==> src/grabber_settings.svh <==
`ifndef GRABBER_SETTINGS_SVH
`define GRABBER_SETTINGS_SVH

// Camera byte and stream word
`define GRB_PIX_W           8
`define GRB_WORD_W          32
`define GRB_BYTES_PER_WORD  4

// Capture FIFO, pointer width is log2 of the depth
`define GRB_FIFO_DEPTH      512
`define GRB_FIFO_AW         9

// Sensor clock divider, top bit drives XCLK
`define GRB_XCLK_DIV_W      2

// Register bank
`define GRB_LITE_WORDS      32
`define GRB_LITE_IDX_W      5
`define GRB_LITE_ADDR_W     32

`endif

==> src/lite_pkg.sv <==
`include "grabber_settings.svh"

package lite_pkg;

  typedef logic [`GRB_LITE_ADDR_W-1:0] lite_addr_t;
  typedef logic [`GRB_WORD_W-1:0] lite_data_t;
  typedef logic [`GRB_BYTES_PER_WORD-1:0] lite_strb_t;

  // Word index, taken from address bits 6..2
  typedef logic [`GRB_LITE_IDX_W-1:0] lite_idx_t;

  typedef logic [`GRB_PIX_W-1:0] lite_byte_t;

endpackage

==> src/lite_byte_lane.sv <==
`timescale 1ns/1ps
`include "grabber_settings.svh"

module lite_byte_lane import lite_pkg::*;
(
  input  logic       bus_clk,
  input  lite_idx_t  lane_idx_i,
  input  logic       lane_we_i,
  input  lite_byte_t wr_byte_i,
  output lite_byte_t rd_byte_o
);

  lite_byte_t mem_q [`GRB_LITE_WORDS];

  always_ff @(posedge bus_clk)
  begin
    if (lane_we_i)
      mem_q[lane_idx_i] <= wr_byte_i;
  end

  // Asynchronous read, registered later in the capture stage
  assign rd_byte_o = mem_q[lane_idx_i];

endmodule

==> config.mk <==
export PLATFORM = sky130hd
export DESIGN_NAME = lite_byte_lane
export DESIGN_NICKNAME = d
export VERILOG_FILES = /design/src/lite_pkg.sv /design/src/lite_byte_lane.sv
export VERILOG_INCLUDE_DIRS = /design/src
export SDC_FILE = /design/constraint.sdc
export NUM_CORES = 1
export LEC_CHECK = 0
export BUFFER_PORTS_ARGS = -buffer_cell sky130_fd_sc_hd__buf_2
export CORE_MARGIN = 2
export CORE_UTILIZATION = 39
export DETAILED_ROUTE_END_ITERATION = 12
export GPL_TIMING_DRIVEN = 0
export SLEW_MARGIN = 20
export SYNTH_ARGS = -nofsm -noshare
export SYNTH_HDL_FRONTEND = slang
export SYNTH_SLANG_ARGS = --single-unit
==> constraint.sdc <==
create_clock -name bus_clk -period 6.4 [get_ports bus_clk]
set_input_delay 1.28 -clock bus_clk [delete_from_list [all_inputs] [get_ports bus_clk]]
set_output_delay 1.28 -clock bus_clk [all_outputs]
set_load 0.01 [all_outputs]
Yosys cells after proc, flatten, opt, wreduce, memory -nomap -nowiden
Memories as Yosys holds them, arrays and structs flattened. Cells that the tools add are included. W data, S select, Z words.

Reduce and logical (&&, ||, !) cells: 0. Multiplexer cells: 2. $mul: 0. Magnitude comparators: 0. Equality and inequality tests: 0. Bitwise operators: 0. Shifts and indexed selects: 0. $add $sub $neg: 0. Divide/modulo/power cells: 0.

Operator list (count): $mux W1 (2).

RAM bits: 256. Register bits after elaboration: 0. ROM bits: 0. Latch bits: 0. Memories kept: 1. Word-level logic and storage cells: 3. Input bits: 15.

Memory list: mem_q (depth 32, bits a word 8, rd ports 1, clocked after Yosys merged registers in 0, wr ports 1, line lite_byte_lane.sv:13) `` lite_byte_t mem_q [`GRB_LITE_WORDS]; ``.

Logic depth before layout (Yosys ltp)
Depth in word-level cells: 2. Gate-level depth with buffers: 7. Gate-level depth less buffers: 4.

Worst setup path after synthesis
Ideal clock, no wire load.

Kind: in2out. Start point: input port lane_idx_i[1]. End point: output port rd_byte_o[1]. Path slack: 2.577 ns. Data arrival time: 2.543 ns. Buffers on the path: 3. Stages on the path: 7. Cells stage by stage: clkbuf_1 -> buf_2 -> buf_2 -> mux2i_1 -> o22ai_1 -> nor4_1 -> nand2_1.

Word-level cells in the longest chain between the ends: 1.

RTL lines: from (decl) (line lite_byte_lane.sv:7) `input lite_idx_t lane_idx_i,`; $mem_v2 Z32 W8; to (decl) (line lite_byte_lane.sv:10) `output lite_byte_t rd_byte_o`.

No other way between the ends.

Worst setup path after layout
Start point: input port lane_idx_i[1]. End point: output port rd_byte_o[3].

Same word-level chain as after synthesis.

==> flow_metrics.py <==
metrics = {
    "logic_synthesis": {
        "synth_nets": 583,
        "syn_area_per_cell_sq_um": 17.7,
        "synth_area_sq_mm": 0.0100,
        "synth-seq-cells": 256,
        "ys_seq_area_share_pct": 76.5,
        "synth_cell_types": 23,
        "yosysWarnings": 0,
        "syn_inst": 568,
    },
    "placed_design": {
        "place_area_sq_mm": 0.0106,
        "hpwlAfterDp_mm": 14.7,
        "gp_congestion": 0.872,
        "portBuffers": 20,
    },
    "timing": {
        "final_max_slew_viol_count": 0,
        "setup_viol": 0,
        "finalCriticalPeriod_ps": 4990,
        "rsz0062_at_grt": "false",
        "worst_pin_slew_ps": 856,
        "hold_viol": 0,
        "setup_tns_ps": 0,
        "slew_headroom_pct": 42.8,
        "fin_crit_sh_pct": 78.0,
        "fmax_mhz": 200,
    },
    "cells_and_area": {
        "area_delta_synth_final_pct": 13.9,
        "antenna_cells": 0,
        "finish.net_count": 631,
        "largest_reg_flops": 256,
        "top_register": "mem_q",
        "top_regs": "mem_q (256)",
        "design_area_sq_mm": 0.0114,
        "drive_above_1_share_pct": 14.2,
    },
    "floorplan": {
        "coreArea_sq_mm": 0.0253,
        "io-pin-count": 23,
        "die_area_sq_mm": 0.0271,
        "die_y_microns": 164,
        "rows": 58,
        "start_util_pct": 39.8,
        "die_w_microns": 164,
    },
    "cts": {
        "cts_tree": "yes",
        "cts-root-buf": "clkbuf_16",
        "cts.path.max_buffers": 3,
        "path_clk_slew_ps": 60,
        "cts_max_level": 1,
        "cts_setup_buffers": 0,
        "hold_buffers": 0,
        "cts.sink_count": 256,
        "cts_resized": 0,
        "cts_buffers": 26,
    },
    "routing": {
        "dr.pass1.iters": 5,
        "viasPerCell": 5.53,
        "remaining_drc_errors": 0,
        "drt_wl_total_mm": 22.0,
        "antenna_left": 0,
        "vias": 5322,
        "drtIter0Drc": 537,
        "wire_per_inst_microns": 22.9,
    },
    "pwr": {
        "swShare_pct": 20.2,
        "cellLeakagePower_nw": 3.90,
        "power.switching_mw": 0.722,
        "power_frac_comb_pct": 4.9,
        "max-vdd-ir-drop_v": 0.000197,
        "power_density_mw_per_mm2": 312,
        "internal-power_mw": 2.85,
        "seqPwrFrac_pct": 52.4,
        "clkPwrFrac_pct": 42.8,
    },
    "grt": {
        "grt_pass1_vias": 5325,
        "grt_max_degree": 33,
        "antenna_found_initial": 0,
        "grt_overflow": 0,
        "grt.total_usage_pct": 16.7,
        "grt_first_pass_wirelength_mm": 33.5,
    },
    "setup_path": {
        "crit_arrival_ps": 3710,
        "end_kind": "output port",
        "start_kind": "input port",
        "crit_chain": "clkbuf_1 > buf_2 > buf_2 > mux2i_1 > o22ai_1 > nor4_1 > nand2_1 > buf_2",
        "path_max_fanout": 10,
        "required_ps": 5120,
        "max_stage_delay_ps": 760,
        "cp_slowest_cell": "nor4_1",
        "worstSetupPathType": "in -> out",
        "cpMostUsedCell": "buf_2",
    },
    "run": {
        "cap_violations": 0,
    },
    "run_status": {
        "outcome": "complete, no violations",
    },
    "min_path": {
        "hold_path_class": "in -> reg",
    },
}
layout make-up:
cell class / count / area (sq um)
plain buffers: 35 / 175
clock buffers: 31 / 691
clock inverters: 14 / 175
fillers: 2174 / 13800
multi-input cells: 277 / 2200
flip-flops and latches: 256 / 7690
well taps: 330 / 413
repair buffers: 20 / 100
power by group through the flow:
| stage | clock [mW] | combinational [mW] | sequential, mW |
|---|---|---|---|
| finish | 1.53 | 0.174 | 1.87 |
| global route | 1.63 | 0.187 | 1.87 |
| CTS | 1.55 | 0.174 | 1.87 |
| detailed placement | 0 | 0.174 | 1.91 |
| global placement | 0 | 0.170 | 1.90 |
| floorplan | 0 | 0.0957 | 1.90 |
worst max-delay path, delay by kind of cell:
family	cells	cell delay (ps)
mux	1	260
simple gates	2	930
buf+inv	4	1060
compound gates	1	170
through the flow:
| step | worst slack (ps) | hold slack (ps) | utilization, % | std cells | power, mW |
|---|---|---|---|---|---|
| finish | 1410 | 1300 | 45.3 | 963 | 3.57 |
| global route | 1360 | 1300 | 45.3 | 963 | 3.68 |
| CTS | 1460 | 1280 | 45.3 | 963 | 3.59 |
| detailed placement | 1480 | 1830 | 41.9 | 918 | 2.08 |
| global placement | 1460 | 1800 | 41.8 | 918 | 2.07 |
| floorplan | 2580 | 1380 | - | 568 | 2.00 |
cell usage after synthesis (all sizes together):
| cell type | instances | area, sq um |
|---|---|---|
| edfxtp | 256 | 7690 |
| mux2i | 128 | 1280 |
| o22ai | 64 | 407 |
| nor2 | 29 | 109 |
| buf | 26 | 140 |
| nor4 | 16 | 100 |
| nand2 | 10 | 37.5 |
| clkbuf | 9 | 35.0 |
| nand4bb | 5 | 56.3 |
| nand3b | 4 | 30.0 |
| nand4b | 4 | 35.0 |
| nor3 | 4 | 20.0 |
| or4b | 4 | 40.0 |
| or3b | 3 | 26.3 |
| nand3 | 2 | 10.0 |
| nand4 | 1 | 6.26 |
| or3 | 1 | 6.26 |
| or4 | 1 | 7.51 |
| or4bb | 1 | 11.3 |
cells in the final DEF, fill, tap and decap left out, drive strengths merged:
cell type / instances
clkinv: 6
or4bb: 1
nand3: 2
or3: 1
o22ai: 64
nand4: 1
nor2: 29
nand2: 10
bufinv: 4
buf: 46
mux2i: 128
or4b: 4
edfxtp: 256
or3b: 3
nor4: 16
nand4b: 4
clkinvlp: 4
or4: 1
nand3b: 4
nand4bb: 5
nor3: 4
clkbuf: 40
cells by family after synthesis:
| kind of cell | Yosys count | synth area share (%) |
|---|---|---|
| DFF | 256 | 76.5 |
| muxes | 128 | 12.8 |
| and+or+nand+nor | 85 | 4.93 |
| AOI/OAI and AO/OA | 64 | 4.05 |
| buffers and inverters | 35 | 1.74 |
path summary, 6_finish.rpt:
path                     startpoint           end  slack [ps]  depth (start not counted)
worst max-delay path  lane_idx_i[1]  rd_byte_o[3]        1410                          8
worst min-delay path   wr_byte_i[0]  mem_q[30][0]        1300                          1
per-layer routing:
| layer | up-vias | share of wire [%] | GRT usage (%) |
|---|---|---|---|
| met2 | 147 | 48 | 27.3 |
| met5 | - | 0 | 0 |
| li1 | 2389 | - | - |
| met3 | 33 | 5.7 | 2.16 |
| met1 | 2753 | 44 | 23.7 |
| met4 | 0 | 2.1 | 4.78 |
Power figures use the tool's default switching activity.
