### src/grabber_settings.svh
`ifndef GRABBER_SETTINGS_SVH
`define GRABBER_SETTINGS_SVH

// Camera byte and stream word
`define GRB_PIX_W           8
`define GRB_WORD_W          32
`define GRB_BYTES_PER_WORD  4

// Capture FIFO, pointer width is log2 of the depth
`define GRB_FIFO_DEPTH      512
`define GRB_FIFO_AW         9

// Sensor clock divider, top bit drives XCLK
`define GRB_XCLK_DIV_W      2

// Register bank
`define GRB_LITE_WORDS      32
`define GRB_LITE_IDX_W      5
`define GRB_LITE_ADDR_W     32

`endif

### src/cam_pkg.sv
`include "grabber_settings.svh"

package cam_pkg;

  // One sensor byte
  typedef logic [`GRB_PIX_W-1:0] pix_t;

  // Four packed bytes, byte 0 in the low bits
  typedef logic [`GRB_WORD_W-1:0] stream_word_t;

  // Byte slot inside a stream word
  typedef logic [1:0] byte_pos_t;

  typedef enum logic
  {
    CAP_WAIT_FRAME,
    CAP_RUN
  } cap_state_t;

endpackage

### src/cam_input_sync.sv
`timescale 1ns/1ps
`include "grabber_settings.svh"

module cam_input_sync import cam_pkg::*;
(
  input  logic bus_clk,
  input  logic rst_n_i,
  input  pix_t cam_d_i,
  input  logic cam_pclk_i,
  input  logic cam_hsync_i,
  input  logic cam_vsync_i,
  output logic cam_xclk_o,
  output pix_t pix_o,
  output logic hsync_o,
  output logic vsync_o,
  output logic pclk_rise_o
);

  pix_t d_guard_q;
  pix_t d_sync_q;
  logic pclk_guard_q, pclk_sync_q, pclk_prev_q;
  logic hsync_guard_q, hsync_sync_q;
  logic vsync_guard_q, vsync_sync_q;
  logic pclk_rise_q;
  logic [`GRB_XCLK_DIV_W-1:0] div_q;

  // Pixel byte guard stages
  always_ff @(posedge bus_clk)
  begin
    d_guard_q <= cam_d_i;
    d_sync_q  <= d_guard_q;
  end

  // Two-stage guards on the control pads plus edge detect
  always_ff @(posedge bus_clk)
  begin
    if (!rst_n_i)
    begin
      pclk_guard_q  <= 1'b0;
      pclk_sync_q   <= 1'b0;
      pclk_prev_q   <= 1'b0;
      hsync_guard_q <= 1'b0;
      hsync_sync_q  <= 1'b0;
      vsync_guard_q <= 1'b0;
      vsync_sync_q  <= 1'b0;
      pclk_rise_q   <= 1'b0;
    end
    else
    begin
      pclk_guard_q  <= cam_pclk_i;
      pclk_sync_q   <= pclk_guard_q;
      pclk_prev_q   <= pclk_sync_q;
      hsync_guard_q <= cam_hsync_i;
      hsync_sync_q  <= hsync_guard_q;
      vsync_guard_q <= cam_vsync_i;
      vsync_sync_q  <= vsync_guard_q;
      pclk_rise_q   <= pclk_sync_q && !pclk_prev_q;
    end
  end

  // Free-running divider for the sensor master clock
  always_ff @(posedge bus_clk)
  begin
    if (!rst_n_i)
      div_q <= '0;
    else
      div_q <= div_q + 1'b1;
  end

  assign cam_xclk_o  = div_q[`GRB_XCLK_DIV_W-1];
  assign pix_o       = d_sync_q;
  assign hsync_o     = hsync_sync_q;
  assign vsync_o     = vsync_sync_q;
  assign pclk_rise_o = pclk_rise_q;

endmodule

### config.mk
export PLATFORM = sky130hd
export DESIGN_NAME = cam_input_sync
export DESIGN_NICKNAME = d
export VERILOG_FILES = /design/src/cam_pkg.sv /design/src/cam_input_sync.sv
export VERILOG_INCLUDE_DIRS = /design/src
export SDC_FILE = /design/constraint.sdc
export NUM_CORES = 1
export LEC_CHECK = 0
export BUFFER_PORTS_ARGS = -buffer_cell sky130_fd_sc_hd__buf_2
export CAP_MARGIN = 10
export CORE_UTILIZATION = 46
export DETAILED_ROUTE_END_ITERATION = 8
export HOLD_SLACK_MARGIN = 0.03
export PLACE_DENSITY_LB_ADDON = 0.08
export RECOVER_POWER = 50
export SYNTH_ARGS = -nofsm -noshare
export SYNTH_HDL_FRONTEND = slang
export SYNTH_SLANG_ARGS = --single-unit
### constraint.sdc
create_clock -name bus_clk -period 1.3 [get_ports bus_clk]
set_input_delay 0.065 -clock bus_clk [delete_from_list [all_inputs] [get_ports bus_clk]]
set_output_delay 0.065 -clock bus_clk [all_outputs]
set_load 0.05 [all_outputs]
======== After elaboration in Yosys (flattened, before gate mapping) ========
Cells that the tools add are included.
cells by class
  $add $sub $neg .......................... 1
  multipliers ............................. 0
  div/mod/pow operators ................... 0
  order comparisons ....................... 0
  equal/unequal tests ..................... 0
  shifts and indexed selects .............. 0
  mux-type cells .......................... 0
  bitwise operators ....................... 0
  reduce and logical (&&, ||, !) cells .... 2
operator list
  operator             number
  $add 2x1->2 const B  1
  $logic_and 1x1->1    1
  $logic_not 1->1      1
storage, ports and cells
  register bits ........................... 26
  bits in latches ......................... 0
  RAM bits ................................ 0
  ROM bits ................................ 0
  input bits .............................. 13
  output and inout bits ................... 12
  logic and storage cells ................. 14
  memories ................................ 0

======== Longest topological paths before layout ========
  depth after elaboration ................. 2
  gate-level depth with buffers ........... 2
  mapped depth without buffers ............ 2

======== Worst setup path after synthesis ========
OpenSTA, ideal clock, no wires.
  path type ............................... register to register
  start ................................... register div_q[1]
  end ..................................... register div_q[1]
  setup time .............................. 115 ps
  data arrival time ....................... 890 ps
  data required time ...................... 1,185 ps
  setup slack ............................. 296 ps
  cell stages (with the launch flop) ...... 3
  buffers on the path ..................... 0
  period minus slack after synthesis ...... 1,004 ps
  cell sequence ........................... dfxtp_1 > xor2_1 > and2_1
between the ends
  longest elaborated chain between the ends .. 1
ends and longest elaborated chain
  what                    RTL line              RTL
  from (decl)             cam_input_sync.sv:25  logic [`GRB_XCLK_DIV_W-1:0] div_q;
  from (signal assigned)  cam_input_sync.sv:67  div_q <= div_q + 1'b1;
  $add 2x1->2             cam_input_sync.sv:67
Every way passes these cells.
A chain may end at the register's enable or synchronous reset.

======== Worst setup path in the final report ========
  start ................................... register div_q[1]
  end ..................................... output port cam_xclk_o
RTL lines
  what       RTL line              RTL
  to (decl)  cam_input_sync.sv:12  output logic cam_xclk_o,
No word-level cell between the ends.

==> results.yml <==
status:
  outcome: "finished clean"
cells_and_area:
  diodes: 0
  mostFrequentLayoutCell: "dfxtp_1"
  areaGrowthSynthToFinish_pct: 46.8
  fin_cells: 90
  final_nets: 90
  drive_gt1_share_pct: 38.2
  layout_common_cells: "dfxtp_1, buf_2, dlygate4sd3_1, and2_1, clkbuf_4"
route:
  num_vias: 361
  drt_first_pass_iters: 2
  first_iter_violations: 3
  wire_per_inst_um: 9.27
  totalWireLength_um: 834
  viasPerCell: 4.01
  antenna_left: 0
  drc: 0
critical_path:
  crit_end: "cam_xclk_o"
  slowest_delay_ns: 0.36
  end_kind: "output pin"
  cp_num_buf_inv: 1
  critical_path_depth: 1
  critPathKind: "reg -> out"
  path_delay_family: "flip-flops"
  reg2reg_slack_ns: 0.58
  crit_chain: "buf_2"
  rr_endpoint: "div_q[1]"
  crit_arrival_ns: 0.93
  rr_worst_depth: 2
  r2r_start: "div_q[0]"
  cpMaxStageDelayCell: "dfxtp_1"
  crit_required_ns: 1.24
  worstPathMaxFanout: 2
  cp-start-kind: "flip-flop"
  crit_start: "div_q[1]"
logic_synthesis:
  syn_nets: 50
  seq_area_frac_synth_pct: 86.5
  yosys_warnings: 0
  ys_types: 6
  synth_area_um2: 602
  synth_top_area_share_pct: 86.5
  synth.largest_area_cell: "dfxtp_1"
  syn_inst: 37
  avgSynthCellArea_um2: 16.3
  synth-seq-cells: 26
  synth.top_cells.by_area: "dfxtp_1, and2_1, nor2b_4, and2_4, xor2_1"
timing:
  hold_violations: 0
  drv_slew: 0
  fin_crit_sh_pct: 76.5
  max_freq_ghz: 1.00
  period_minus_slack_ns: 0.995
  tightest_slew_ns: 0.254
  slew_headroom_pct: 83.2
  setup_viol: 0
  setup_tns_ns: 0
  rsz0062_at_grt: "no"
  fin_skew_ns: 0.00195
cts:
  post-cts-setup-buffers: 0
  clk_pin_slew_worst_paths_ns: 0.13
  cts_root_buffer: "clkbuf_4"
  cts_tree: "built"
  clock_latency_ns: 0.30
  cts_sinks: 26
  clock_path_buffers: 2
  h-tree-depth: 1
  numCtsBuffers: 3
floorplanning:
  die_area_mm2: 0.00146
  fp.dieW_um: 38.2
  rows: 12
  die_y_um: 38.2
  ios: 25
  initial_core_util_pct: 52.1
  core_area_mm2: 0.00116
placement:
  portBuffers: 24
  gp_congestion: 0.569
  placedCellCount: 75
global_route:
  grt_max_degree: 15
  grt_pass1_wl_um: 1300
  grt_pass1_vias: 331
  antenna_found_initial: 0
  gr-total-overflow: 0
  track_usage_pct: 14.3
run:
  drv_cap: 0
pwr:
  powerDensity_mw_per_mm2: 1560
  p_leak_nw: 0.418
  vdd_drop_max_v: 0.000999
min_path:
  hold_class: "in -> reg"
cell type report:
cell class | count | area [um^2]
well taps | 14 | 17.5
multi-input cells | 11 | 78.8
fillers | 76 | 273
flip-flops and latches | 26 | 520
repair buffers | 35 | 230
clock buffers | 4 | 36.3
through the flow:
| step | power [mW] | setup slack [ns] | hold WS [ns] | utilization (%) | instance area, um^2 |
|---|---|---|---|---|---|
| 3_3_place_gp | 0.988 | 0.604 | 0.168 | 64.0 | 739 |
| 6_report | 1.38 | 0.305 | 0.0373 | 76.4 | 883 |
| 3_5_place_dp | 0.991 | 0.599 | 0.169 | 64.0 | 739 |
| 4_1_cts | 1.40 | 0.284 | 0.0340 | 76.6 | 886 |
| 5_1_grt | 1.44 | 0.251 | 0.0447 | 76.4 | 883 |
| 2_1_floorplan | 0.952 | 0.296 | 0.0927 | - | 602 |
routing by layer:
metal | vias to the layer above | wire, um | track usage (%)
met5 | - | 0 | 0
met4 | 0 | 4 | 13.4
met3 | 2 | 36 | 3.49
met2 | 13 | 461 | 24.6
met1 | 157 | 331 | 13.6
li1 | 189 | - | -
synthesized netlist by cell type:
library cell and number:
dfxtp_1 26, and2_1 7, and2_4 1, nor2b_1 1
nor2b_4 1, xor2_1 1
cells by family (layout without fill, tap and decap cells):
logic type / Yosys count / count (layout) / share of synthesized area, %
flip-flops: 26 / 26 / 86.5
AND/OR/NAND/NOR: 10 / 10 / 12.1
XOR/XNOR: 1 / 1 / 1.46
buffers and inverters: 0 / 39 / 0
sequential cells by signal, summed over array words and instances (netlist names):
| register | count |
|---|---|
| hsync_o | 1 |
| pclk_sync_q | 1 |
| pclk_guard_q | 1 |
| pclk_prev_q | 1 |
| vsync_o | 1 |
| div_q | 2 |
| pclk_rise_o | 1 |
| vsync_guard_q | 1 |
| hsync_guard_q | 1 |
| pix_o | 8 |
| d_guard_q | 8 |
report_power, final:
| group | internal, mW | switching, mW |
|---|---|---|
| clock | 0.171 | 0.212 |
| combinational | 0.0570 | 0.0913 |
| sequential | 0.839 | 0.0104 |
worst min-delay path by stage:
stage | startpoint | end | slack, ns | cells past startpoint
final | rst_n_i | vsync_o | 0.04 | 2
after global routing | rst_n_i | vsync_o | 0.04 | 2
after CTS | rst_n_i | vsync_o | 0.03 | 2
after detailed placement | cam_d_i[7] | d_guard_q[7] | 0.17 | 1
after global placement | cam_d_i[5] | d_guard_q[5] | 0.17 | 1
after floorplan | cam_d_i[0] | d_guard_q[0] | 0.09 | 0
timing repair:
| action | CTS | global route |
|---|---|---|
| resized for setup | 0 | 0 |
| hold buffers | 11 | 0 |
| endpoints found under the hold margin | 11 | 0 |
No activity file was read; power rests on OpenSTA's default activity.
