==> config.mk <==
export PLATFORM = sky130hd
export DESIGN_NAME = cam_word_packer
export DESIGN_NICKNAME = d
export VERILOG_FILES = /design/src/cam_pkg.sv /design/src/cam_word_packer.sv
export VERILOG_INCLUDE_DIRS = /design/src
export SDC_FILE = /design/constraint.sdc
export NUM_CORES = 1
export LEC_CHECK = 0
export BUFFER_PORTS_ARGS = -buffer_cell sky130_fd_sc_hd__buf_4
export CAP_MARGIN = 40
export CORE_MARGIN = 2
export CORE_UTILIZATION = 51
export CTS_BUF_LIST = sky130_fd_sc_hd__clkbuf_8
export CTS_CLUSTER_DIAMETER = 150
export CTS_CLUSTER_SIZE = 10
export DETAILED_ROUTE_END_ITERATION = 6
export PLACE_DENSITY = 0.8
export SLEW_MARGIN = 20
export SYNTH_ARGS = -nofsm -noshare
export SYNTH_HDL_FRONTEND = slang
export SYNTH_SLANG_ARGS = --single-unit
==> constraint.sdc <==
create_clock -name bus_clk -period 2.35 [get_ports bus_clk]
set_clock_uncertainty 0.2 [all_clocks]
set_input_delay 0.1175 -clock bus_clk [delete_from_list [all_inputs] [get_ports bus_clk]]
set_output_delay 0.1175 -clock bus_clk [all_outputs]
set_load 0.005 [all_outputs]
==> src/grabber_settings.svh <==
`ifndef GRABBER_SETTINGS_SVH
`define GRABBER_SETTINGS_SVH

// Camera byte and stream word
`define GRB_PIX_W           8
`define GRB_WORD_W          32
`define GRB_BYTES_PER_WORD  4

// Capture FIFO, pointer width is log2 of the depth
`define GRB_FIFO_DEPTH      512
`define GRB_FIFO_AW         9

// Sensor clock divider, top bit drives XCLK
`define GRB_XCLK_DIV_W      2

// Register bank
`define GRB_LITE_WORDS      32
`define GRB_LITE_IDX_W      5
`define GRB_LITE_ADDR_W     32

`endif

==> src/cam_pkg.sv <==
`include "grabber_settings.svh"

package cam_pkg;

  // One sensor byte
  typedef logic [`GRB_PIX_W-1:0] pix_t;

  // Four packed bytes, byte 0 in the low bits
  typedef logic [`GRB_WORD_W-1:0] stream_word_t;

  // Byte slot inside a stream word
  typedef logic [1:0] byte_pos_t;

  typedef enum logic
  {
    CAP_WAIT_FRAME,
    CAP_RUN
  } cap_state_t;

endpackage

==> src/cam_word_packer.sv <==
`timescale 1ns/1ps
`include "grabber_settings.svh"

module cam_word_packer import cam_pkg::*;
(
  input  logic         bus_clk,
  input  logic         rst_n_i,
  input  logic         rd32_open_i,
  input  pix_t         pix_i,
  input  logic         hsync_i,
  input  logic         vsync_i,
  input  logic         pclk_rise_i,
  output stream_word_t word_o,
  output logic         word_stb_o
);

  localparam byte_pos_t LAST_POS = byte_pos_t'(`GRB_BYTES_PER_WORD - 1);

  cap_state_t   state_q;
  byte_pos_t    byte_pos_q;
  stream_word_t word_q;
  logic         word_stb_q;
  logic         take_byte;

  // A valid pixel byte while running and inside a line
  assign take_byte = (state_q == CAP_RUN) && pclk_rise_i && hsync_i;

  always_ff @(posedge bus_clk)
  begin
    if (!rst_n_i || !rd32_open_i)
    begin
      state_q    <= CAP_WAIT_FRAME;
      byte_pos_q <= '0;
      word_stb_q <= 1'b0;
    end
    else
    begin
      word_stb_q <= 1'b0;
      case (state_q)
        CAP_WAIT_FRAME:
        begin
          byte_pos_q <= '0;
          // Start on the first pixel edge seen with vsync high
          if (pclk_rise_i && vsync_i)
            state_q <= CAP_RUN;
        end
        CAP_RUN:
        begin
          if (take_byte)
          begin
            byte_pos_q <= byte_pos_q + 1'b1;
            if (byte_pos_q == LAST_POS)
              word_stb_q <= 1'b1;
          end
        end
        default:
          state_q <= CAP_WAIT_FRAME;
      endcase
    end
  end

  // Byte 0 lands in the low bits
  always_ff @(posedge bus_clk)
  begin
    if (take_byte)
      word_q[byte_pos_q*`GRB_PIX_W +: `GRB_PIX_W] <= pix_i;
  end

  assign word_o     = word_q;
  assign word_stb_o = word_stb_q;

  a_no_stb_waiting: assert property (@(posedge bus_clk) disable iff (!rst_n_i)
    (state_q == CAP_WAIT_FRAME) |-> !word_stb_o)
    else $error("word strobe while waiting for a frame");

endmodule

# After elaboration in Yosys (flattened, before gate mapping)
# Index checks and enable logic that the tools add are counted.
dict set report word_totals {
  regBits 36
  latchBits 0
  mem_bits_rw 0
  mem_bits_ro 0
  out_inout_bits 33
  wordCells 25
  n_memories 0
}
dict set report classes {
  addsub 2
  mul 0
  div 0
  n_lt_le_gt_ge 0
  eq_ne 2
  n_shift 2
  mux 6
  bitwise_logic 2
  n_reduce_logical 7
}
# operator count
set ops {}
lappend ops {{5-bit negation with 34-bit output} 1}
lappend ops {{8-bit by 34-bit variable shift with 32-bit output (first input constant)} 1}
lappend ops {{8-bit by 34-bit variable part select with 32-bit output} 1}
lappend ops {{32-bit bitwise mux} 1}
lappend ops {{2-bit case mux with 2 select lines} 1}
lappend ops {{1-bit logical AND} 3}
lappend ops {{1-bit two-way mux} 3}
lappend ops {{3-bit OR reduction} 1}
lappend ops {{2-bit by 1-bit adder with 2-bit output (second input constant)} 1}
lappend ops {{2-bit == test (second input constant)} 1}
lappend ops {{1-bit logical NOT} 2}
lappend ops {{2-bit two-way mux} 1}
lappend ops {{2-bit by 1-bit != test with 1-bit output (second input constant)} 1}
lappend ops {{1-bit inverter} 2}
lappend ops {{1-bit logical OR} 1}

# Logic depth before layout (Yosys ltp)
dict set report logic_depth {
  ltp_word 4
  depth_mapped 4
  ltp_nobuf 4
}

# Least setup slack after synthesis
# Ideal clock, no wire load.
dict set report synth_timing {
  path_type {register -> register}
  from {register byte_pos_q[0]}
  to {register word_q[0] (netlist: word_o[0]) (data pin)}
  t_arrival_ps 1383
  setup_slack_ps 512
  path_stages_with_launch 5
  n_path_buf 0
  cell_sequence {dfxtp_1 inv_1 ha_1 and4bb_1 and2_1}
}
dict set report synth_between {
  elab_chain_cells 3
  elab_cells_between_ends 4
}
# element line_no
set synth_lines {}
lappend synth_lines {{from (decl)} cam_word_packer.sv:20} ;# byte_pos_t byte_pos_q;
lappend synth_lines {{from (signal assigned)} cam_word_packer.sv:51} ;# byte_pos_q <= byte_pos_q + 1'b1;
lappend synth_lines {{5-bit negation with 34-bit output *} cam_word_packer.sv:66} ;# word_q[byte_pos_q*`GRB_PIX_W +: `GRB_PIX_W] <= pix_i;
lappend synth_lines {{8-bit by 34-bit variable part select with 32-bit output / 8-bit by 34-bit variable shift with 32-bit output (equally long branches)} cam_word_packer.sv:66}
lappend synth_lines {{32-bit bitwise mux *} cam_word_packer.sv:66}
lappend synth_lines {{to (signal, indexed assignment)} cam_word_packer.sv:66}
lappend synth_lines {{to (decl)} cam_word_packer.sv:21} ;# stream_word_t word_q;
# Every way passes the cells marked *; elsewhere a longest branch is shown, timed or not.
# A chain may end at the register's enable or synchronous reset.

# Worst setup path in the final report
dict set report layout_timing {
  from {register byte_pos_q[0]}
  to {register byte_pos_q[0]}
}
dict set report layout_between {
  elab_chain_cells 3
}
# element line_no
set layout_lines {}
lappend layout_lines {{2-bit by 1-bit adder with 2-bit output} cam_word_packer.sv:51}
lappend layout_lines {{2-bit two-way mux} cam_word_packer.sv:49} ;# if (take_byte)
lappend layout_lines {{2-bit case mux with 2 select lines} cam_word_packer.sv:39} ;# case (state_q)
# Every way passes these cells. The select of a mux whose other input is x is not followed.

==> results.tsv <==
stage	metric	value	unit
clocking	worstSkewPairLatency	0.29	ns
floorplan	pin_count	47	
sta	finalSetupViolCount	0	
worst_setup_path	worst-path-max-fanout	10	
floorplan	core-area	0.00278	mm2
global_route	grt_first_pass_wirelength	4520	um
power_and_ir_drop	irDropWorstVdd	0.548	mV
sta	slew_violations	0	
sta	slew_headroom	72.2	%
power_and_ir_drop	cellInternalPower	923	uW
sta	whs	0.307	ns
global_route	overflow	0	
global_route	antenna_found_initial	0	
layout	diodes	0	
sta	rsz0062_at_grt	false	
clocking	htreeDepth	2	
logic_synthesis	yosysSeqAreaShare	69.6	%
floorplan	chipWidth	58.2	um
floorplan	floorplan.rows	19	
clocking	cts_buffer_depth	2	
drt	drcViolationCount	0	
placed_design	hpwl	2060	um
floorplan	fp.dieH	58.2	um
worst_setup_path	worstSetupStartpointType	flop	
sta	fin_crit_sh	92.6	%
layout	final_common_cell	buf_4	
drt	drt-pass1-iter-count	4	
power_and_ir_drop	p_seq_share	60.1	%
flow_run	max_cap_viol_count	0	
logic_synthesis	synth_nets	116	
floorplan	floorplan.initialDensity	53.8	%
sta	post-route-min-period	2.18	ns
clocking	cts_post_setup_buffers_inserted	0	
clocking	path_clk_slew	0.07	ns
clocking	clock-sinks	36	
power_and_ir_drop	pwr-share-comb	5.1	%
logic_synthesis	yosysWarnings	0	
layout	most-common-layout-cells	buf_4, and2_1, edfxtp_1, dlygate4sd3_1, ha_1	
power_and_ir_drop	power.switching	227	uW
global_route	grt_usage	19.2	%
power_and_ir_drop	p_clk_share	34.8	%
drt	ant_nets	0	
drt	vias_per_cell	4.99	
clocking	numCtsBuffers	5	
layout	stdcell_count	196	
drt	wl_per_cell	15.0	um
min_path	worstHoldPathType	flop to flop	
logic_synthesis	syn_area_per_cell	15.6	um2
logic_synthesis	ys_types	15	
logic_synthesis	netlist_area	0.00150	mm2
power_and_ir_drop	netSwitchingFraction	19.8	%
drt	wl	2940	um
layout	areaGrowthSynthToFinish	41.5	%
global_route	grt_max_degree	11	
power_and_ir_drop	finalPower	1150	uW
worst_setup_path	critPathKind	flop to flop	
worst_setup_path	end_kind	flop	
layout	nNetsFinal	185	
worst_setup_path	arrival	2.14	ns
layout	drive_above_1_share	33.3	%
clocking	root_buffer	clkbuf_8	
logic_synthesis	synth_cells	96	
placed_design	dp_cells	173	
run_status	status	completed	
placed_design	gp_congestion	0.801	
sta	fin_tns_setup	0	ns
global_route	grt_pass1_vias	960	
power_and_ir_drop	p_leak	0.000820	uW
logic_synthesis	synth-seq-cells	36	
clocking	cts_tree	yes	
worst_setup_path	required	2.32	ns
sta	fmax	460	MHz
power_and_ir_drop	p_per_area	543	mW/mm2
sta	worst_pin_slew	0.415	ns
placed_design	port_buffers	46	
sta	hold_viol_final	0	
floorplan	die_area	0.00338	mm2
drt	vias	979	
drt	first_iter_violations	9	
layer usage:
metal	track usage (%)	routed length [um]
met1	20.6	1160
met2	33.9	1510
met3	6.47	214
met4	8.97	59
met5	0	0
timing repair:
action                                  CTS  global route
endpoints found under the setup margin    0             0
resized for setup                         0             0
hold buffers                             16             0
hold endpoints to repair                 36             0
through the flow:
step	setup slack, ns	instance area [um2]	utilization (%)
after floorplan	0.512	1500	-
after global placement	0.400	1880	67.6
after detailed placement	0.285	1880	67.6
after CTS	0.186	2120	76.1
after global routing	0.100	2120	76.1
final	0.174	2120	76.1
power by group through the flow:
stage / registers [uW] / logic (uW) / clock network [uW]
2_1_floorplan: 705 / 9.28 / 0
3_3_place_gp: 705 / 37.1 / 0
3_5_place_dp: 705 / 38.0 / 0
4_1_cts: 691 / 57.7 / 407
5_1_grt: 691 / 63.1 / 428
6_report: 691 / 58.2 / 401
final timing paths:
| check | from | to | slack (ns) | cells past startpoint |
|---|---|---|---|---|
| worst min register to register | state_q$_SDFF_PP0_ | byte_pos_q[1]$_SDFFE_PP0P_ | 0.31 | 2 |
| worst max-delay path | byte_pos_q[0]$_SDFFE_PP0P_ | byte_pos_q[0]$_SDFFE_PP0P_ | 0.17 | 4 |
| worst max register to register | byte_pos_q[0]$_SDFFE_PP0P_ | byte_pos_q[0]$_SDFFE_PP0P_ | 0.17 | 4 |
| worst min-delay path | state_q$_SDFF_PP0_ | byte_pos_q[1]$_SDFFE_PP0P_ | 0.31 | 2 |
critical path, cell delays in order, from the launching register on:
cell and delay [ns]:
dfxtp_1 0.55, nand3b_1 0.16, dlygate4sd3_1 0.55, a21oi_1 0.06
dlygate4sd3_1 0.55
state kept, by name (all words and copies together) (netlist names):
signal and flops:
byte_pos_q 2, state_q 1, word_stb_o 1, word_o 32
cell type report:
cell class              instances  area, um2
clock buffers                   5       68.8
flip-flops and latches         36       1040
multi-input cells              58        448
inverters                       2       7.51
clock inverters                 2       7.51
repair buffers                 62        505
fillers                       182        664
well taps                      31       38.8
logic make-up after synthesis:
group	count (synthesis)	share of synthesized area, %
compound gates	5	2.34
flops	36	69.6
buf+inv	2	0.502
fa+ha+maj	6	5.02
simple gates	47	22.6
cells in the mapped netlist (all sizes together):
cell,number,share of area [%]
a21oi,3,1.0
a21bo,2,1.3
and4bb,2,1.7
nor4b,2,3.2
nor2,1,0.25
nand3,2,0.67
edfxtp,32,64
ha,6,5.0
inv,2,0.50
nand2,1,0.25
and3,1,0.42
dfxtp,4,5.4
and4,1,0.59
nand3b,1,0.50
and2,36,15
Note: power is estimated with default switching activity, not from simulation.
