## config.mk

```make
export PLATFORM = sky130hd
export DESIGN_NAME = lite_read_capture
export DESIGN_NICKNAME = d
export VERILOG_FILES = /design/src/lite_pkg.sv /design/src/lite_read_capture.sv
export VERILOG_INCLUDE_DIRS = /design/src
export SDC_FILE = /design/constraint.sdc
export NUM_CORES = 1
export LEC_CHECK = 0
export BUFFER_PORTS_ARGS = -buffer_cell sky130_fd_sc_hd__buf_2
export CELL_PAD_IN_SITES_DETAIL_PLACEMENT = 1
export CELL_PAD_IN_SITES_GLOBAL_PLACEMENT = 1
export CORE_AREA = 2 2 68 70
export CTS_CLUSTER_DIAMETER = 30
export DETAILED_ROUTE_END_ITERATION = 7
export DIE_AREA = 0 0 70 72
export PLACE_DENSITY = 0.78
export SYNTH_ARGS = -nofsm -noshare
export SYNTH_HDL_FRONTEND = slang
export SYNTH_SLANG_ARGS = --single-unit
```

## constraint.sdc

```tcl
create_clock -name bus_clk -period 1.16 [get_ports bus_clk]
set_clock_uncertainty 0.15 [all_clocks]
set_input_delay 0.058 -clock bus_clk [delete_from_list [all_inputs] [get_ports bus_clk]]
set_output_delay 0.058 -clock bus_clk [all_outputs]
set_load 0.05 [all_outputs]
```

## src/grabber_settings.svh

```systemverilog
`ifndef GRABBER_SETTINGS_SVH
`define GRABBER_SETTINGS_SVH

// Camera byte and stream word
`define GRB_PIX_W           8
`define GRB_WORD_W          32
`define GRB_BYTES_PER_WORD  4

// Capture FIFO, pointer width is log2 of the depth
`define GRB_FIFO_DEPTH      512
`define GRB_FIFO_AW         9

// Sensor clock divider, top bit drives XCLK
`define GRB_XCLK_DIV_W      2

// Register bank
`define GRB_LITE_WORDS      32
`define GRB_LITE_IDX_W      5
`define GRB_LITE_ADDR_W     32

`endif

```

## src/lite_pkg.sv

```systemverilog
`include "grabber_settings.svh"

package lite_pkg;

  typedef logic [`GRB_LITE_ADDR_W-1:0] lite_addr_t;
  typedef logic [`GRB_WORD_W-1:0] lite_data_t;
  typedef logic [`GRB_BYTES_PER_WORD-1:0] lite_strb_t;

  // Word index, taken from address bits 6..2
  typedef logic [`GRB_LITE_IDX_W-1:0] lite_idx_t;

  typedef logic [`GRB_PIX_W-1:0] lite_byte_t;

endpackage

```

## src/lite_read_capture.sv

```systemverilog
`timescale 1ns/1ps
`include "grabber_settings.svh"

module lite_read_capture import lite_pkg::*;
(
  input  logic                                   bus_clk,
  input  logic                                   rst_n_i,
  input  logic                                   lite_rden_i,
  input  lite_byte_t [`GRB_BYTES_PER_WORD-1:0]   lane_bytes_i,
  output lite_data_t                             lite_rd_data_o
);

  // Lane 3 sits in the top byte of the packed array
  always_ff @(posedge bus_clk)
  begin
    if (!rst_n_i)
      lite_rd_data_o <= '0;
    else if (lite_rden_i)
      lite_rd_data_o <= lane_bytes_i;
  end

endmodule

```

# ---- Word-level counts from Yosys, hierarchy flattened
# Cells that the tools add are included.
# W data, S select, Z words.
dict set report word_totals {
  inputBits 35
  reg_bits 32
  elab_cells 1
  out_inout_bits 32
}

# ---- Longest topological paths before layout
# Gate-level depths: netlist (run 1).
dict set report logic_depth {
  ltp_word 0
  ltp_mapped 4
  mapped_depth_nobuf 2
}

# ---- Worst setup path after synthesis (run 1)
# OpenSTA, ideal clock, no wires.
dict set report synth_timing {
  kind {register -> register}
  start {reg, netlist name lite_rd_data_o[0]}
  end {reg lite_rd_data_o[0]}
  t_arrival_ps 838
  t_required_ps 944
  synth_period_minus_slack_ps 1053
  stages_incl_launch_ff 3
  setup_ps 66
  path_slack_ps 107
  n_path_buf 0
  cell_sequence {dfxtp_1 mux2i_1 nor2b_1}
}
# element line
set synth_lines {}
lappend synth_lines {{end signal: assignment} lite_read_capture.sv:19} ;# lite_rd_data_o <= lane_bytes_i;
lappend synth_lines {{end: declaration} lite_read_capture.sv:10} ;# output lite_data_t lite_rd_data_o

# ---- Worst setup path in the final report (run 1)
dict set report layout_timing {
  start {reg lite_rd_data_o[2]}
  end {out lite_rd_data_o[2]}
}
# No word-level cell between the ends.

==> impl_metrics.py, run 1 <==
metrics = {
    "outcome": {
        "status": "finished, final reports clean",
    },
    "timing": {
        "layout_worst_path_cycle_share": 0.955,
        "final.setup.tns_ns": 0,
        "rsz0062_at_grt": "false",
        "max-slew-margin-rel": 0.700,
        "post-route-min-period_ns": 1.11,
        "tightest_slew_ns": 0.450,
        "setup_viol": 0,
        "hold_viol": 0,
        "max_freq_mhz": 903,
        "maxSlewViolCount": 0,
    },
    "synthesis": {
        "synthFlopType": "dfxtp_1",
        "synth_mux_area_frac": 0.258,
        "synth_enable_flop_cells": 0,
        "synthAdderAreaFrac": 0,
        "yosysWarnings": 0,
        "syn_nets": 138,
        "synth_cells": 103,
        "synth_xor_xnor_area_share": 0,
        "synthArstFlopShare": 0,
        "synth_cell_types": 6,
        "yosysSeqAreaShare": 0.515,
        "synth_top_family_by_area": "multiplexers",
        "netlist_top_cells_count": "dfxtp_1, mux2i_1, nor2b_1, buf_12, clkbuf_1",
        "synth-simple-area-share": 0.161,
        "yosys.area.top_type_share": 0.515,
        "synthesis.area_mm2": 0.00124,
        "ys_ff_latch": 32,
        "synth_compound_area_frac": 0,
        "avgSynthCellArea_um2": 12.1,
        "yosys-top-cells-area": "dfxtp_1, mux2i_1, nor2b_1, buf_12, buf_6",
        "yosysTopAreaCell": "dfxtp_1",
    },
    "setup_path": {
        "cp_cell_sequence": "buf_2",
        "critical_path_buf_inv_count": 1,
        "criticalPathCategory": "flip-flop to output pin",
        "critical_path.endpoint_type": "output pin",
        "cp.required_ns": 0.95,
        "slowest_stage": "dfxtp_1",
        "cp_max_fo": 2,
        "critPathArrivalTime_ns": 0.90,
        "critPathLaunchType": "flip-flop",
        "cp_top_family": "flip-flops",
        "max_stage_delay_ns": 0.34,
    },
    "global_routing": {
        "grt_start_max_net_pins": 33,
        "grt_pass1_wl_um": 5300,
        "antenna_found_initial": 0,
        "grt.total_usage": 0.137,
        "grt-ovfl-total": 0,
        "grt_pass1_vias": 1148,
    },
    "clock_tree": {
        "htreeDepth": 2,
        "cts_buffer_depth": 2,
        "clock_latency_ns": 0.28,
        "cts_made_buffers": 5,
        "cts_tree": "built",
        "clock-sinks": 32,
        "cts_resized": 0,
        "clk_pin_slew_ns": 0.06,
        "cts_setup_buffers": 0,
        "ctsRootBufferMaster": "clkbuf_8",
    },
    "flow_run": {
        "drv_cap": 0,
    },
    "detailed_routing": {
        "wl_um": 3340,
        "routedWlPerCell_um": 13.1,
        "met3_length_um": 248,
        "drtIter0Drc": 25,
        "num_vias": 1085,
        "ant_nets": 0,
        "first_pass_iters": 3,
        "drt-met1-wl_um": 1340,
        "via_per_inst": 4.25,
        "top_layer": "met4",
        "drc": 0,
        "met2_length_um": 1710,
    },
    "power": {
        "p_per_area_mw_per_mm2": 1350,
        "peakVddDrop_mv": 0.585,
        "p_leak_nw": 1.01,
    },
    "cells_and_area": {
        "areaGrowthSynthToFinish_pct": 61.9,
        "fin_nets": 238,
        "largest_reg_flops": 32,
        "top_register": "lite_rd_data_o",
        "reg_top3": "lite_rd_data_o: 32 flops",
        "drive_above_1_share": 0.369,
        "antenna_cells": 0,
        "final_area_mm2": 0.00201,
    },
    "floorplanning": {
        "die_area_mm2": 0.00504,
        "core.rowCount": 24,
        "fp.coreArea_mm2": 0.00426,
        "initial_utilization": 0.292,
        "die_x_um": 70,
        "die_h_um": 72,
        "ios": 67,
    },
    "min_path": {
        "worstHoldPathType": "input pin to flip-flop",
    },
    "placement": {
        "numPortBuffers": 66,
        "place_congestion": 0.695,
        "place_area_mm2": 0.00160,
        "dpl.hpwl_um": 2020,
    },
}
-- timing repair --
| action | in CTS | in global routing |
|---|---|---|
| endpoints found under the setup margin | 0 | 0 |
| endpoints found under the hold margin | 32 | 0 |
| hold buffers | 32 | 0 |
-- worst paths after layout --
| kind | endpoint | start | cells after the start | slack [ns] |
|---|---|---|---|---|
| hold reg to reg | lite_rd_data_o[30] | lite_rd_data_o[30] | 2 | 0.36 |
| hold / removal | lite_rd_data_o[28] | rst_n_i | 2 | 0.12 |
| setup reg to reg | lite_rd_data_o[2] | lite_rd_data_o[2] | 2 | 0.36 |
| setup / recovery | lite_rd_data_o[2] | lite_rd_data_o[2] | 1 | 0.05 |
-- worst register-to-register path, cell delays in order, from the launching register on --
cell     delay, ns
dfxtp_1       0.34
mux2i_1       0.08
nor2b_1       0.15
-- where the power goes --
group,internal [W],switching (W)
clock network,0.000528,0.000380
registers,0.00117,0.0000324
logic,0.000247,0.000365
-- area by class of cell --
cell class                      instances  area, um^2
Clock buffer                            7        96.3
Fill cell                             505        2250
Multi-Input combinational cell         64         520
Sequential cell                        32         641
Tap cell                               52        65.1
Timing Repair Buffer                  100         691
-- metrics by stage --
stage	hold WS (ns)	worst slack (ns)	util	std cells	total power (W)
after global placement	0.165	0.246	0.374	216	0.00174
after CTS	0.123	0.0465	0.472	255	0.00277
after detailed placement	0.178	0.218	0.374	216	0.00175
after global routing	0.149	0.00496	0.472	255	0.00286
final	0.119	0.0523	0.472	255	0.00272
after floorplan	0.0362	0.107	-	103	0.00161
-- logic make-up (layout without fill, tap and decap cells) --
kind of cell / count (synthesis) / count (layout)
and+or+nand+nor: 32 / 32
DFF: 32 / 32
buffers and inverters: 7 / 107
muxes: 32 / 32
-- routing by layer --
layer,up-vias,track usage
li1,537,-
met1,499,0.146
met2,44,0.246
met3,5,0.0514
met4,0,0.0577
met5,-,0
-- placed cells by master, fill, tap and decap left out --
cell,instances
clkbuf_8,7
buf_12,2
buf_2,66
dfxtp_1,32
mux2i_1,32
dlygate4sd3_1,32
nor2b_1,32
No activity file was read; power rests on OpenSTA's default activity.
==> run 2: changes to the inputs <==
RECOVER_POWER = 100   (was default)
==> impl_metrics.py, run 2 (synthesis gave the netlist of run 1 again) <==
metrics = {
    "clock_tree": {
        "ctsRootBufferMaster": "clkbuf_8",
        "clock-sinks": 32,
        "cts_resized": 0,
        "cts_tree": "built",
        "htreeDepth": 2,
        "clk_pin_slew_ns": 0.06,
        "cts_buffer_depth": 2,
        "clock_latency_ns": 0.28,
        "cts_made_buffers": 5,
    },
    "setup_path": {
        "criticalPathCategory": "flip-flop to output pin",
        "critPathLaunchType": "flip-flop",
        "r2r-start": "lite_rd_data_o[2]",
        "critPathArrivalTime_ns": 0.91,
        "crit_cells": 1,
        "cp_cell_sequence": "clkbuf_2",
        "cp_max_fo": 2,
        "critical_path_buf_inv_count": 1,
        "max_stage_delay_ns": 0.34,
        "cp_top_family": "flip-flops",
        "timing.rr.end": "lite_rd_data_o[2]",
        "cp.required_ns": 0.95,
        "ff2ff_path_depth": 2,
        "regToRegSetupSlack_ns": 0.36,
        "critical_path.endpoint_type": "output pin",
        "slowest_stage": "dfxtp_1",
    },
    "floorplanning": {
        "die_h_um": 72,
        "die_x_um": 70,
        "fp.coreArea_mm2": 0.00426,
        "ios": 67,
        "die_area_mm2": 0.00504,
        "initial_utilization": 0.292,
        "core.rowCount": 24,
    },
    "global_routing": {
        "grt-ovfl-total": 0,
        "grt.total_usage": 0.137,
        "grt_pass1_wl_um": 5300,
        "antenna_found_initial": 0,
        "grt_start_max_net_pins": 33,
        "grt_pass1_vias": 1148,
    },
    "placement": {
        "place_congestion": 0.695,
        "numPortBuffers": 66,
        "place_inst": 216,
        "pre_cts_slack_ns": 0.218,
        "dpl.hpwl_um": 2020,
    },
    "detailed_routing": {
        "num_vias": 1086,
        "routedWlPerCell_um": 13.1,
        "ant_nets": 0,
        "first_pass_iters": 3,
        "drtIter0Drc": 23,
        "drc": 0,
        "via_per_inst": 4.26,
        "wl_um": 3330,
    },
    "timing": {
        "setup_viol": 0,
        "layout_worst_path_cycle_share": 0.962,
        "setup_ws_ns": 0.0439,
        "max_freq_mhz": 896,
        "maxSlewViolCount": 0,
        "final.setup.tns_ns": 0,
        "rsz0062_at_grt": "false",
        "post-route-min-period_ns": 1.12,
        "max-slew-margin-rel": 0.701,
        "tightest_slew_ns": 0.449,
        "hold_viol": 0,
    },
    "cells_and_area": {
        "final_cell_mix": "buf_2, mux2i_1, nor2b_1, dlygate4sd3_1, dfxtp_1",
        "final_common_cell": "buf_2",
        "antenna_cells": 0,
        "areaGrowthSynthToFinish_pct": 61.8,
        "largest_reg_flops": 32,
        "final_cells": 255,
        "drive_above_1_share": 0.365,
        "fin_nets": 238,
        "top_register": "lite_rd_data_o",
        "reg_top3": "lite_rd_data_o: 32 flops",
    },
    "min_path": {
        "worst_hold_path.num_cells": 2,
        "worstHoldPathType": "input pin to flip-flop",
        "holdPathEnd": "lite_rd_data_o[28]",
        "min-delay-start": "rst_n_i",
    },
    "power": {
        "finalPower_w": 0.00272,
        "peakVddDrop_mv": 0.585,
        "p_per_area_mw_per_mm2": 1350,
        "p_leak_nw": 0.991,
    },
    "flow_run": {
        "drv_cap": 0,
    },
    "outcome": {
        "status": "finished, final reports clean",
    },
}
## run 2: area by class of cell
cell class	instances	area [um^2]
fillers	504	2250
repair buffers	100	689
flip-flops and latches	32	641
multi-input cells	64	520
clock buffers	7	96.3
well taps	52	65.1
## run 2: worst max-delay path by stage
| stage | start | end | slack [ns] |
|---|---|---|---|
| 4_1_cts | lite_rd_data_o[14] | lite_rd_data_o[14] | 0.05 |
| 2_1_floorplan | lite_rd_data_o[0] | lite_rd_data_o[0] | 0.11 |
| 3_5_place_dp | lite_rden_i | lite_rd_data_o[15] | 0.22 |
| 5_1_grt | lite_rd_data_o[2] | lite_rd_data_o[2] | 0.005 |
| 6_report | lite_rd_data_o[25] | lite_rd_data_o[25] | 0.04 |
| 3_3_place_gp | lite_rden_i | lite_rd_data_o[6] | 0.25 |
## run 2: metal layers
layer | track usage | wire length [um]
met1 | 0.146 | 1340
met2 | 0.246 | 1700
met3 | 0.0514 | 250
met4 | 0.0577 | 40
met5 | 0 | 0
## run 2: power breakdown
part	leakage [nW]	total, W	internal [W]	switching [W]
Combinational	0.676	0.000610	0.000245	0.000365
Clock	0.0503	0.000907	0.000528	0.000380
Sequential	0.264	0.00120	0.00117	0.0000340
Total	0.991	0.00272	0.00194	0.000779
## run 2: through the flow
stage                util  hold WS (ns)  area [um^2]
floorplan               -        0.0362         1240
global placement    0.374         0.165         1600
detailed placement  0.374         0.178         1600
CTS                 0.472         0.123         2010
global route        0.472         0.149         2010
finish              0.472         0.119         2010
## run 2: what timing repair did
item                      in CTS  in global routing
buffers inserted               0                  0
hold endpoints to repair      32                  0
hold buffers                  32                  0
==> run 3: changes to the inputs <==
CORE_AREA = 2 2 63 65   (was 2 2 68 70)
DIE_AREA = 0 0 65 67   (was 0 0 70 72)
PLACE_DENSITY = 0.88   (was 0.78)
==> impl_metrics.py, run 3 (synthesis gave the netlist of run 1 again) <==
metrics = {
    "timing": {
        "hold_viol": 0,
        "setup_viol": 0,
        "max-slew-margin-rel": 0.733,
        "layout_worst_path_cycle_share": 0.963,
        "post-route-min-period_ns": 1.12,
        "max_freq_mhz": 895,
        "fin_hold_ws_ns": 0.0954,
        "tightest_slew_ns": 0.400,
        "final.setup.tns_ns": 0,
        "rsz0062_at_grt": "false",
        "maxSlewViolCount": 0,
    },
    "global_routing": {
        "antenna_found_initial": 0,
        "grt_pass1_wl_um": 5520,
        "use_met1": 0.148,
        "grt_start_max_net_pins": 33,
        "grt_util_met2": 0.376,
        "grt_pass1_vias": 1219,
        "grt.total_usage": 0.174,
        "grt.busiest_layer": "met2",
        "grt-ovfl-total": 0,
        "grt_util_met3": 0.0422,
    },
    "cells_and_area": {
        "largest_reg_flops": 32,
        "fin_nets": 237,
        "top_register": "lite_rd_data_o",
        "areaGrowthSynthToFinish_pct": 58.4,
        "final_cell_mix": "buf_2, mux2i_1, nor2b_1, dlygate4sd3_1, dfxtp_1",
        "reg_top3": "lite_rd_data_o: 32 flops",
        "final_common_cell": "buf_2",
        "drive_above_1_share": 0.351,
        "antenna_cells": 0,
    },
    "setup_path": {
        "critPathArrivalTime_ns": 0.91,
        "cp_cell_sequence": "clkbuf_2",
        "ff2ff_path_depth": 2,
        "cp.required_ns": 0.95,
        "critical_path_buf_inv_count": 1,
        "max_stage_delay_ns": 0.34,
        "critical_path.endpoint_type": "output pin",
        "crit_cells": 1,
        "criticalPathCategory": "flip-flop to output pin",
        "cp_top_family": "flip-flops",
        "slowest_stage": "dfxtp_1",
        "critPathLaunchType": "flip-flop",
        "cp_max_fo": 2,
    },
    "floorplanning": {
        "die_h_um": 67,
        "core.rowCount": 22,
        "fp.coreArea_mm2": 0.00361,
        "die_x_um": 65,
        "initial_utilization": 0.345,
        "ios": 67,
        "die_area_mm2": 0.00436,
    },
    "clock_tree": {
        "clock-sinks": 32,
        "cts_setup_buffers": 0,
        "cts_made_buffers": 5,
        "clock_latency_ns": 0.28,
        "ctsRootBufferMaster": "clkbuf_8",
        "cts_buffer_depth": 2,
        "cts_tree": "built",
        "clk_pin_slew_ns": 0.06,
        "htreeDepth": 2,
    },
    "flow_run": {
        "drv_cap": 0,
    },
    "power": {
        "combPwrFrac": 0.235,
        "peakVddDrop_mv": 0.685,
        "clock_power_share": 0.299,
        "internal-power_w": 0.00181,
        "p_sw_w": 0.000765,
        "p_seq_frac": 0.466,
        "p_leak_nw": 0.968,
        "switching_share": 0.297,
        "p_per_area_mw_per_mm2": 1310,
    },
    "detailed_routing": {
        "drc": 0,
        "routedWlPerCell_um": 13.8,
        "first_pass_iters": 2,
        "drtIter0Drc": 27,
        "num_vias": 1088,
        "via_per_inst": 4.35,
        "wl_um": 3460,
        "ant_nets": 0,
    },
    "min_path": {
        "worst_hold_path.num_cells": 2,
        "worstHoldPathType": "input pin to flip-flop",
    },
    "placement": {
        "place_congestion": 0.668,
        "dpl.hpwl_um": 2130,
        "numPortBuffers": 66,
    },
    "outcome": {
        "status": "finished, final reports clean",
    },
}
[run 3: changes by cell type in the layout (fill, tap and decap cells not counted), sizes merged]
cell / delta
clkbuf: +2
clkinv: +1
buf: -4
[run 3: what timing repair did]
action	in CTS	in global routing
endpoints found under the hold margin	32	0
setup endpoints to repair	0	1
gates resized for setup	0	1
hold buffers	32	0
[run 3: area by class of cell]
| cell class | count | area [um^2] |
|---|---|---|
| Clock buffer | 6 | 72.6 |
| Tap cell | 48 | 60.1 |
| Multi-Input combinational cell | 64 | 520 |
| Fill cell | 416 | 1640 |
| Sequential cell | 32 | 641 |
| Timing Repair Buffer | 99 | 671 |
| Clock inverter | 1 | 5.00 |
[run 3: power groups by stage]
stage	combinational (W)	clock, W	sequential [W]
after global routing	0.000644	0.000869	0.00121
final	0.000606	0.000770	0.00120
after detailed placement	0.000525	0	0.00122
after floorplan	0.000164	0	0.00145
after CTS	0.000607	0.000795	0.00120
after global placement	0.000510	0	0.00122
[run 3: path summary, 6_finish.rpt]
kind	from	slack, ns	endpoint
max	lite_rd_data_o[31]	0.04	lite_rd_data_o[31]
min	rst_n_i	0.1	lite_rd_data_o[13]
max reg2reg	lite_rd_data_o[2]	0.35	lite_rd_data_o[2]
min reg2reg	lite_rd_data_o[13]	0.37	lite_rd_data_o[13]
[run 3: per-stage QoR]
step | total power (W) | instance area (um^2) | util | std cells | worst slack, ns
floorplan | 0.00161 | 1240 | - | 103 | 0.107
global placement | 0.00173 | 1570 | 0.436 | 211 | 0.224
detailed placement | 0.00175 | 1570 | 0.436 | 211 | 0.155
CTS | 0.00260 | 1970 | 0.546 | 250 | 0.0432
global route | 0.00272 | 1970 | 0.546 | 250 | 0.00925
finish | 0.00258 | 1970 | 0.546 | 250 | 0.0428
[run 3: routing by layer]
layer	vias to the layer above	share of wire	routed length, um
li1	534	-	-
met1	511	0.32	1100
met2	37	0.62	2140
met3	6	0.051	177
met4	0	0.012	42
met5	-	0	0
